## config.mk

```make
export PLATFORM = sky130hd
export DESIGN_NAME = corr_top
export DESIGN_NICKNAME = d
export VERILOG_FILES = /design/src/corr_pkg.sv /design/src/count_if.sv /design/src/corr_top.sv /design/src/frame_tx.sv /design/src/capture_ctrl.sv /design/src/cmd_parser.sv /design/src/lag_corr_bank.sv /design/src/pulse_detect.sv
export VERILOG_INCLUDE_DIRS = /design/src
export SDC_FILE = /design/constraint.sdc
export NUM_CORES = 1
export LEC_CHECK = 0
export ABC_AREA = 0
export BUFFER_PORTS_ARGS = -buffer_cell sky130_fd_sc_hd__buf_4
export CAP_MARGIN = 0
export CORE_MARGIN = 5
export CORE_UTILIZATION = 30
export CTS_CLUSTER_SIZE = 8
export DETAILED_ROUTE_END_ITERATION = 8
export PLACE_DENSITY = 0.48
export SKIP_CTS_REPAIR_TIMING = 1
export SYNTH_ARGS = -nofsm -noshare
export SYNTH_HDL_FRONTEND = slang
export SYNTH_SLANG_ARGS = --single-unit
```

## constraint.sdc

```tcl
create_clock -name intclk -period 6.05 [get_ports intclk]
set_clock_uncertainty 0.15 [all_clocks]
set_input_delay 1.815 -clock intclk [delete_from_list [all_inputs] [get_ports intclk]]
set_output_delay 1.815 -clock intclk [all_outputs]
set_load 0.02 [all_outputs]
```

## src/corr_defines.svh

```systemverilog
`ifndef CORR_DEFINES_SVH
`define CORR_DEFINES_SVH

// Detector lines and autocorrelation taps per line.
`define CORR_NUM_LINES 4
`define CORR_LAGS 4

`define CORR_CNT_BITS 16 // Saturating counter width.
`define CORR_NUM_CNT 20 // Lines times (lags + 1).

`define CORR_STAMP_BITS 32
`define CORR_CODE_BITS 6 // Window length code.

// Frame layout.
`define CORR_SYNC 8'hA5
`define CORR_HDR_BYTES 6 // Sync, config, four stamp bytes.
`define CORR_FRAME_BYTES 46

`endif
```

## src/corr_pkg.sv

```systemverilog
`include "corr_defines.svh"

package corr_pkg;

	// One bit per detector line.
	typedef logic [`CORR_NUM_LINES-1:0] line_t;

	typedef logic [`CORR_CNT_BITS-1:0] count_t;

	typedef logic [$clog2(`CORR_NUM_CNT)-1:0] cnt_sel_t; // Counter index.

	typedef logic [`CORR_STAMP_BITS-1:0] stamp_t;

	typedef logic [`CORR_CODE_BITS-1:0] win_code_t; // Window is (code + 1) * 16.

	typedef enum logic [1:0] {
		cap_idle,
		cap_integrate,
		cap_dump
	} cap_state_t;

endpackage

```

## src/count_if.sv

```systemverilog
`timescale 1ns/100ps

interface count_if;

	logic clear; // Zero all counters.
	logic run; // Counting enable, aligned to edge flags.
	corr_pkg::cnt_sel_t sel;
	corr_pkg::count_t data; // Combinational from sel.

	modport ctrl (
		output clear,
		output run
	);

	modport reader (
		output sel,
		input data
	);

	modport bank (
		input clear,
		input run,
		input sel,
		output data
	);

endinterface

```

## src/corr_top.sv

```systemverilog
`timescale 1ns/100ps

module corr_top (
	input logic intclk,
	input logic reset,
	input corr_pkg::line_t line_in,
	input logic [7:0] cmd_byte,
	input logic cmd_strobe,
	output logic [7:0] tx_byte,
	output logic tx_strobe,
	output logic frame_start,
	output logic busy
);

	corr_pkg::line_t invert;
	corr_pkg::line_t edges;
	corr_pkg::win_code_t win_code;
	corr_pkg::stamp_t stamp;
	logic start;
	logic stamp_clear;
	logic dump;
	logic done;

	count_if cnt_bus ();

	pulse_detect u_pulse_detect (
		.intclk (intclk),
		.reset (reset),
		.line_in (line_in),
		.invert (invert),
		.edges (edges)
	);

	lag_corr_bank u_lag_corr_bank (
		.intclk (intclk),
		.reset (reset),
		.edges (edges),
		.cnt (cnt_bus.bank)
	);

	cmd_parser u_cmd_parser (
		.intclk (intclk),
		.reset (reset),
		.cmd_byte (cmd_byte),
		.cmd_strobe (cmd_strobe),
		.invert (invert),
		.start (start),
		.win_code (win_code),
		.stamp_clear (stamp_clear)
	);

	capture_ctrl u_capture_ctrl (
		.intclk (intclk),
		.reset (reset),
		.start (start),
		.win_code (win_code),
		.stamp_clear (stamp_clear),
		.done (done),
		.cnt (cnt_bus.ctrl),
		.dump (dump),
		.stamp (stamp),
		.busy (busy)
	);

	frame_tx u_frame_tx (
		.intclk (intclk),
		.reset (reset),
		.dump (dump),
		.stamp (stamp),
		.cnt (cnt_bus.reader),
		.tx_byte (tx_byte),
		.tx_strobe (tx_strobe),
		.frame_start (frame_start),
		.done (done)
	);

endmodule

```

## src/frame_tx.sv

```systemverilog
`timescale 1ns/100ps
`include "corr_defines.svh"

module frame_tx (
	input logic intclk,
	input logic reset,
	input logic dump,
	input corr_pkg::stamp_t stamp,
	count_if.reader cnt,
	output logic [7:0] tx_byte,
	output logic tx_strobe,
	output logic frame_start,
	output logic done
);

	localparam logic [5:0] last_idx = 6'(`CORR_FRAME_BYTES - 1);
	localparam logic [5:0] hdr_bytes = 6'(`CORR_HDR_BYTES);
	localparam logic [7:0] cfg_byte = {4'(`CORR_NUM_LINES - 1), 4'(`CORR_LAGS - 1)};

	logic active;
	logic [5:0] idx;
	logic [7:0] next_byte;
	corr_pkg::cnt_sel_t sel_q;

	assign cnt.sel = sel_q;

	always_comb begin
		case (idx)
			6'd0: next_byte = `CORR_SYNC;
			6'd1: next_byte = cfg_byte;
			6'd2: next_byte = stamp[31:24]; // Timestamp MSB first.
			6'd3: next_byte = stamp[23:16];
			6'd4: next_byte = stamp[15:8];
			6'd5: next_byte = stamp[7:0];
			// Even offsets carry the high byte.
			default: next_byte = idx[0] ? cnt.data[7:0] : cnt.data[`CORR_CNT_BITS-1:8];
		endcase
	end

	always_ff @(posedge intclk) begin
		if (reset) begin
			active <= 1'b0;
			idx <= '0;
			sel_q <= '0;
			tx_strobe <= 1'b0;
			frame_start <= 1'b0;
			done <= 1'b0;
		end else begin
			tx_strobe <= active;
			frame_start <= active && (idx == '0);
			done <= active && (idx == last_idx);
			if (dump && !active) begin
				active <= 1'b1;
				idx <= '0;
				sel_q <= '0;
			end else if (active) begin
				idx <= idx + 1'b1;
				if (idx == last_idx) begin
					active <= 1'b0;
				end
				// Next counter after its low byte.
				if ((idx >= hdr_bytes) && idx[0] && (idx != last_idx)) begin
					sel_q <= sel_q + 1'b1;
				end
			end
		end
	end

	always_ff @(posedge intclk) begin
		tx_byte <= next_byte;
	end

endmodule

```

## src/capture_ctrl.sv

```systemverilog
`timescale 1ns/100ps

module capture_ctrl (
	input logic intclk,
	input logic reset,
	input logic start,
	input corr_pkg::win_code_t win_code,
	input logic stamp_clear,
	input logic done,
	count_if.ctrl cnt,
	output logic dump,
	output corr_pkg::stamp_t stamp,
	output logic busy
);

	corr_pkg::cap_state_t state;
	corr_pkg::win_code_t code_q;
	corr_pkg::stamp_t stamp_cnt;
	logic [6:0] blocks;
	logic [10:0] win_len;
	logic [10:0] win_cnt;
	logic run_q;
	logic accept;

	assign accept = start && (state == corr_pkg::cap_idle) && !busy;

	// Window of (code + 1) * 16 samples.
	assign blocks = {1'b0, code_q} + 7'd1;
	assign win_len = {blocks, 4'b0000};

	assign cnt.clear = accept; // Counters zero at the accepting edge.
	assign cnt.run = run_q;

	always_ff @(posedge intclk) begin
		if (reset) begin
			state <= corr_pkg::cap_idle;
			win_cnt <= '0;
			run_q <= 1'b0;
			dump <= 1'b0;
			busy <= 1'b0;
		end else begin
			run_q <= 1'b0;
			dump <= 1'b0;
			busy <= accept || (state != corr_pkg::cap_idle);
			case (state)
				corr_pkg::cap_idle: begin
					if (accept) begin
						state <= corr_pkg::cap_integrate;
						win_cnt <= '0;
					end
				end
				corr_pkg::cap_integrate: begin
					win_cnt <= win_cnt + 1'b1;
					run_q <= (win_cnt < win_len); // One cycle behind the samples.
					if (win_cnt == win_len + 11'd1) begin
						state <= corr_pkg::cap_dump;
						dump <= 1'b1;
					end
				end
				corr_pkg::cap_dump: begin
					if (done) begin
						state <= corr_pkg::cap_idle;
					end
				end
				default: state <= corr_pkg::cap_idle;
			endcase
		end
	end

	always_ff @(posedge intclk) begin
		if (accept) begin
			code_q <= win_code;
		end
	end

	// Free-running edge count.
	always_ff @(posedge intclk) begin
		if (reset || stamp_clear) begin
			stamp_cnt <= '0;
		end else begin
			stamp_cnt <= stamp_cnt + 1'b1;
		end
	end

	// Value as of the last window sample edge.
	always_ff @(posedge intclk) begin
		if ((state == corr_pkg::cap_integrate) && (win_cnt == win_len)) begin
			stamp <= stamp_cnt;
		end
	end

endmodule

```

## src/cmd_parser.sv

```systemverilog
`timescale 1ns/100ps
`include "corr_defines.svh"

module cmd_parser (
	input logic intclk,
	input logic reset,
	input logic [7:0] cmd_byte,
	input logic cmd_strobe,
	output corr_pkg::line_t invert,
	output logic start,
	output corr_pkg::win_code_t win_code,
	output logic stamp_clear
);

	localparam logic [1:0] op_mask = 2'b00;
	localparam logic [1:0] op_start = 2'b01;
	localparam logic [1:0] op_clear = 2'b10;

	logic [1:0] opcode;

	assign opcode = cmd_byte[7:6];

	// Opcode 11 decodes to nothing.
	assign start = cmd_strobe && (opcode == op_start);
	assign stamp_clear = cmd_strobe && (opcode == op_clear);
	assign win_code = cmd_byte[`CORR_CODE_BITS-1:0];

	always_ff @(posedge intclk) begin
		if (reset) begin
			invert <= '0;
		end else if (cmd_strobe && (opcode == op_mask)) begin
			invert <= cmd_byte[`CORR_NUM_LINES-1:0]; // Low nibble.
		end
	end

endmodule

```

## src/lag_corr_bank.sv

```systemverilog
`timescale 1ns/100ps
`include "corr_defines.svh"

module lag_corr_bank (
	input logic intclk,
	input logic reset,
	input corr_pkg::line_t edges,
	count_if.bank cnt
);

	localparam int slots = `CORR_LAGS + 1;

	corr_pkg::line_t hist [`CORR_LAGS]; // hist[k] holds e(t-1-k).
	corr_pkg::count_t counters [`CORR_NUM_CNT];
	logic [`CORR_NUM_CNT-1:0] hit;

	// Increment requests in counter index order.
	always_comb begin
		for (int l = 0; l < `CORR_NUM_LINES; l++) begin
			hit[l*slots] = edges[l]; // Pulse count slot.
			for (int k = 0; k < `CORR_LAGS; k++) begin
				hit[l*slots+k+1] = edges[l] & hist[k][l];
			end
		end
	end

	// History runs outside the window too.
	always_ff @(posedge intclk) begin
		if (reset) begin
			for (int k = 0; k < `CORR_LAGS; k++) begin
				hist[k] <= '0;
			end
		end else begin
			hist[0] <= edges;
			for (int k = 1; k < `CORR_LAGS; k++) begin
				hist[k] <= hist[k-1];
			end
		end
	end

	always_ff @(posedge intclk) begin
		for (int i = 0; i < `CORR_NUM_CNT; i++) begin
			if (cnt.clear) begin
				counters[i] <= '0;
			end else if (cnt.run && hit[i] && (counters[i] != '1)) begin
				counters[i] <= counters[i] + 1'b1; // Saturates at all ones.
			end
		end
	end

	assign cnt.data = counters[cnt.sel];

endmodule

```

## src/pulse_detect.sv

```systemverilog
`timescale 1ns/100ps

module pulse_detect (
	input logic intclk,
	input logic reset,
	input corr_pkg::line_t line_in,
	input corr_pkg::line_t invert,
	output corr_pkg::line_t edges
);

	corr_pkg::line_t cond;
	corr_pkg::line_t cur_q;
	corr_pkg::line_t prev_q;

	assign cond = line_in ^ invert; // Conditioned sample.

	always_ff @(posedge intclk) begin
		if (reset) begin
			cur_q <= '0;
			prev_q <= '0;
		end else begin
			cur_q <= cond;
			prev_q <= cur_q;
		end
	end

	// Rising edge of the registered sample.
	assign edges = cur_q & ~prev_q;

endmodule

```

## Yosys cells after proc, flatten, opt, wreduce, memory -nomap -nowiden

Memories as Yosys holds them, arrays and structs flattened. A register that Yosys moved wholly into a read port is not among the register bits.
Index checks and enable logic that the tools add are counted.

- Memories: 2
- Word-level logic and storage cells: 296
- Output and inout port bits: 11
- Memory bits (writable): 336
- Register bits: 121

- Order comparisons: 2
- Bitwise gates (word level): 44
- $add $sub $neg: 26
- Reduce and logical (&&, ||, !) cells: 65
- Equality and inequality tests: 36
- Muxes and demuxes: 103

Memories:

| memory | words | bits a word | read ports | clocked after Yosys merged registers in | write ports | RTL line | text |
|---|---|---|---|---|---|---|---|
| u_lag_corr_bank.counters | 20 | 16 | 21 | 1 | 20 | lag_corr_bank.sv:14 | `` corr_pkg::count_t counters [`CORR_NUM_CNT]; `` |
| u_lag_corr_bank.hist | 4 | 4 | 4 | 0 | 4 | lag_corr_bank.sv:13 | `` corr_pkg::line_t hist [`CORR_LAGS]; `` |

Operators with widths:

| cell | number |
|---|---|
| $add 16x1->16 const B | 20 |
| $mux 16 | 20 |
| $ne 16x16->1 const B | 20 |
| $mux 1 | 69 |
| $logic_and 1x1->1 | 51 |
| $pmux 8 s6 | 1 |
| $add 32x1->32 const B | 1 |
| $or 1x1->1 | 24 |
| $add 11x1->11 const B | 2 |
| $eq 11x11->1 | 2 |
| $pmux 11 s2 | 1 |
| $and 1x1->1 | 16 |
| $mux 4 | 4 |
| $eq 6x2->1 const B | 2 |
| $eq 6x3->1 const B | 2 |
| $lt 11x11->1 | 1 |
| $mux 11 | 1 |
| $mux 5 | 2 |
| $mux 8 | 1 |
| $add 6x1->7 const B | 1 |
| $add 6x1->6 const B | 1 |
| $eq 6x1->1 const B | 1 |
| $eq 6x6->1 const B | 1 |
| $ge 6x3->1 const B | 1 |
| other kinds (19) | 31 |

## Logic depth before layout (Yosys ltp)

- Depth after elaboration: 9
- Gate-level depth with buffers: 11
- Depth with buffers taken out: 10

## By module

From an unflattened synthesis, not the netlist that was laid out.

- Cells, all modules: 2446
- Area, all modules: 25655.9 sq um

Modules (own cells, without submodules):

| module | cells each | times used | area an instance (sq um) |
|---|---|---|---|
| lag_corr_bank | 1939 | 1 | 20254.4 |
| capture_ctrl | 318 | 1 | 3613.5 |
| frame_tx | 139 | 1 | 1276.2 |
| pulse_detect | 24 | 1 | 260.2 |
| cmd_parser | 26 | 1 | 251.5 |

## Worst setup path before layout

OpenSTA, ideal clock, no wires.

- Path kind: input to register
- From: input cmd_byte[7]
- To: memory u_lag_corr_bank.counters[0][0] (netlist bit), enable pin
- Path slack: 2.113 ns
- Arrival time: 3.375 ns
- Required time: 5.489 ns
- Stages on the path: 6
- Setup time: 0.411 ns
- Cells stage by stage: nand4bb_1 > or3_1 > buf_2 > buf_2 > clkbuf_1 > o21ai_0

RTL lines:

| element | RTL line | text |
|---|---|---|
| from (decl) | corr_top.sv:7 | `input logic [7:0] cmd_byte,` |
| to (decl) | lag_corr_bank.sv:14 |  |

==> results.sh <==
export IMPL_finalSetupViolCount=0
export IMPL_path_buf_inv=3
export IMPL_reg2regPathDepth=7
export IMPL_synth_area_leaders="edfxtp_1 (43%), dfxtp_1 (8.4%), nor2_1 (7.0%), xor2_1 (6.9%), mux4_2 (5.6%)"
export IMPL_fin_ws_ns=1.99
export IMPL_hpwl_um=48900
export IMPL_fin_crit_ns=4.06
export IMPL_synth_cell_types=72
export IMPL_async_reset_ff_frac=0
export IMPL_syn_mean_instance_area_sq_um=10.8
export IMPL_worstHoldStart="u_pulse_detect.prev_q[3]"
export IMPL_cts_htree_levels=3
export IMPL_synth_edf_count=358
export IMPL_tritoncts="done"
export IMPL_status="finished clean"
export IMPL_drt_initial_drc_count=1227
export IMPL_p_sw_w=0.00167
export IMPL_final_core_util=0.341
export IMPL_p_leak_nw=9.04
export IMPL_start_kind="input pin"
export IMPL_synth_compound_area_share=0.0409
export IMPL_final_common_cell="nor2_1"
export IMPL_via_per_inst=5.07
export IMPL_fin_crit_sh=0.672
export IMPL_routabilityCongestion=0.828
export IMPL_grt_usage=0.149
export IMPL_cts_path_max_buffers=3
export IMPL_netlist_area_leader_share=0.434
export IMPL_clock_latency_ns=0.62
export IMPL_drtAntennaViolNets=0
export IMPL_die_area_sq_um=88400
export IMPL_crit_path_start="cmd_byte[6]"
export IMPL_min_path_cells=1
export IMPL_crit_chain="buf_4 > nand4bb_1 > or3_1 > buf_4 > inv_1 > nor2_1 > nand3_1 > nor2_1"
export IMPL_crit_arrival_ns=4.36
export IMPL_cpLargestDelayFamily="simple AND/OR/NAND/NOR gates"
export IMPL_cts_buffers=68
export IMPL_nFillCells=8238
export IMPL_wl_per_cell_um=19.5
export IMPL_ios=26
export IMPL_rsz0062_at_grt="false"
export IMPL_ir_worst_vdd_mv=0.179
export IMPL_clk_transition_reported_paths_ns=0.06
export IMPL_layout_common_cells="nor2_1 (462), edfxtp_1 (358), xor2_1 (195)"
export IMPL_synth_main_ff_cell="edfxtp_1"
export IMPL_hold_violations=0
export IMPL_grt_pass1_vias=17000
export IMPL_switching_share=0.227
export IMPL_routed_wl_um=67200
export IMPL_end_kind="register"
export IMPL_yosys_warnings=0
export IMPL_path_class="input pin to register"
export IMPL_cts_root_buf="clkbuf_16"
export IMPL_hp_class="register to register"
export IMPL_synthSimpleGateAreaFrac=0.201
export IMPL_max_stage_delay_ns=0.59
export IMPL_internal_power_w=0.00570
export IMPL_clock_sinks=462
export IMPL_reg2reg_from="u_frame_tx.idx[0]"
export IMPL_comb_power_share=0.028
export IMPL_maxSlewHeadroom=0.315
export IMPL_clock_power_share=0.489
export IMPL_worstPathRequired_ns=6.35
export IMPL_grt_overflow_total=0
export IMPL_antenna_found_initial=2
export IMPL_cap_violations=0
export IMPL_slew_violations=0
export IMPL_grt_max_degree=48
export IMPL_syn_inst=2297
export IMPL_synth_xor_area_frac=0.112
export IMPL_ys_seq_area_frac=0.518
export IMPL_critPathSlowestCell="nand3_1"
export IMPL_synthMuxAreaShare=0.0789
export IMPL_finalSetupTns_ns=0
export IMPL_die_w_um=297
export IMPL_fp_row_count=105
export IMPL_portBuffers=25
export IMPL_r2r_end="u_frame_tx.tx_byte[6]"
export IMPL_worst_pin_slew_ns=1.02
export IMPL_vias=17400
export IMPL_num_nets_final=2367
export IMPL_coreArea_sq_um=82000
export IMPL_die_y_um=297
export IMPL_pwr_share_seq=0.484
export IMPL_clock_fmax_ghz=0.246
export IMPL_grt_pass1_wl_um=103000
export IMPL_hold_end="u_lag_corr_bank.hist[0][3]"
export IMPL_synth_area_leader_cell="edfxtp_1"
export IMPL_power_density_nw_per_um2=264
export IMPL_r2r_setup_slack_ns=2.37
export IMPL_synth_fa_ha_area_frac=0.0197
export IMPL_dpl_worst_slack_ns=1.27
export IMPL_initial_utilization=0.302
export IMPL_synth_top_family_by_area="simple AND/OR/NAND/NOR gates"
export IMPL_post_route_drc_count=0
export IMPL_area_growth_pct=12.8
export IMPL_crit_path_max_fanout=36
export IMPL_firstDrtPassIters=5
export IMPL_synth_nets=2351
export IMPL_ys_ff_latch=462
export IMPL_synthesis_area_sq_um=24800
export IMPL_drive_gt1_frac=0.0884
## kinds of logic after synthesis
group / count (synthesis)
compound gates: 159
xor+xnor: 316
fa+ha+maj: 39
buf+inv: 157
flops: 462
mux: 106
simple gates: 1058
## flip-flops by register name (all words and copies together), names as in the netlist, 2 cells and up, named ones only
name	count
u_cmd_parser.invert	4
u_capture_ctrl.state	2
u_frame_tx.cnt.sel	5
u_capture_ctrl.stamp	32
u_lag_corr_bank.hist	16
u_lag_corr_bank.counters	320
u_capture_ctrl.win_cnt	11
u_capture_ctrl.stamp_cnt	32
u_capture_ctrl.code_q	6
u_pulse_detect.cur_q	4
u_frame_tx.idx	6
u_frame_tx.tx_byte	8
u_pulse_detect.prev_q	4
## power by group through the flow
stage               Clock (W)  Combinational (W)  Sequential [W]
floorplan                   0           0.000145         0.00358
global placement            0           0.000205         0.00362
detailed placement          0           0.000208         0.00363
CTS                   0.00371           0.000209         0.00356
global route          0.00383           0.000228         0.00357
finish                0.00360           0.000206         0.00356
## how the worst max path moves through the flow
stage	endpoint	slack (ns)	depth (start not counted)
detailed placement	u_lag_corr_bank.counters[17][8]	1.27	8
finish	u_lag_corr_bank.counters[17][6]	1.99	8
global placement	u_lag_corr_bank.counters[17][11]	1.36	8
global route	u_lag_corr_bank.counters[17][0]	1.70	8
CTS	u_lag_corr_bank.counters[17][6]	1.92	8
floorplan	u_lag_corr_bank.counters[0][0]	2.11	6
## metrics by stage
| stage | std cells | total power (W) | cell area [sq um] | hold WS (ns) |
|---|---|---|---|---|
| CTS | 3435 | 0.00748 | 27900 | 0.269 |
| global route | 3435 | 0.00763 | 27900 | 0.290 |
| global placement | 3313 | 0.00383 | 25900 | 0.262 |
| detailed placement | 3313 | 0.00383 | 25900 | 0.265 |
| finish | 3438 | 0.00737 | 27900 | 0.271 |
| floorplan | 2297 | 0.00373 | 24800 | 0.254 |
## final cells by class
cell class,instances,area (sq um),share of cell area
clock inverters,7,113,0.00403
diodes,3,7.51,0.000269
multi-input cells,1678,11200,0.401
inverters,60,225,0.00806
repair buffers,43,323,0.0115
clock buffers,115,1900,0.0680
flip-flops and latches,462,12800,0.460
well taps,1070,1340,0.0479
## per-layer routing
metal  track usage  up-vias  part of all wire  wire (um)
li1              -     8263                 -          -
met1         0.208     8640              0.46      30900
met2         0.241      420              0.47      31400
met3        0.0228      104             0.050       3350
met4        0.0402        0             0.023       1540
met5             0        -                 0          0
## synth_stat cells (36+ instances only)
| cell type | count |
|---|---|
| a21oi_1 | 46 |
| and3_1 | 61 |
| buf_2 | 38 |
| clkbuf_1 | 36 |
| dfxtp_1 | 104 |
| edfxtp_1 | 358 |
| ha_1 | 39 |
| inv_1 | 60 |
| mux4_2 | 62 |
| nand2_1 | 156 |
| nand3_1 | 157 |
| nand4_1 | 67 |
| nor2_1 | 462 |
| o21ai_0 | 43 |
| xnor2_1 | 121 |
| xor2_1 | 195 |
Note: power is estimated with default switching activity, not from simulation.
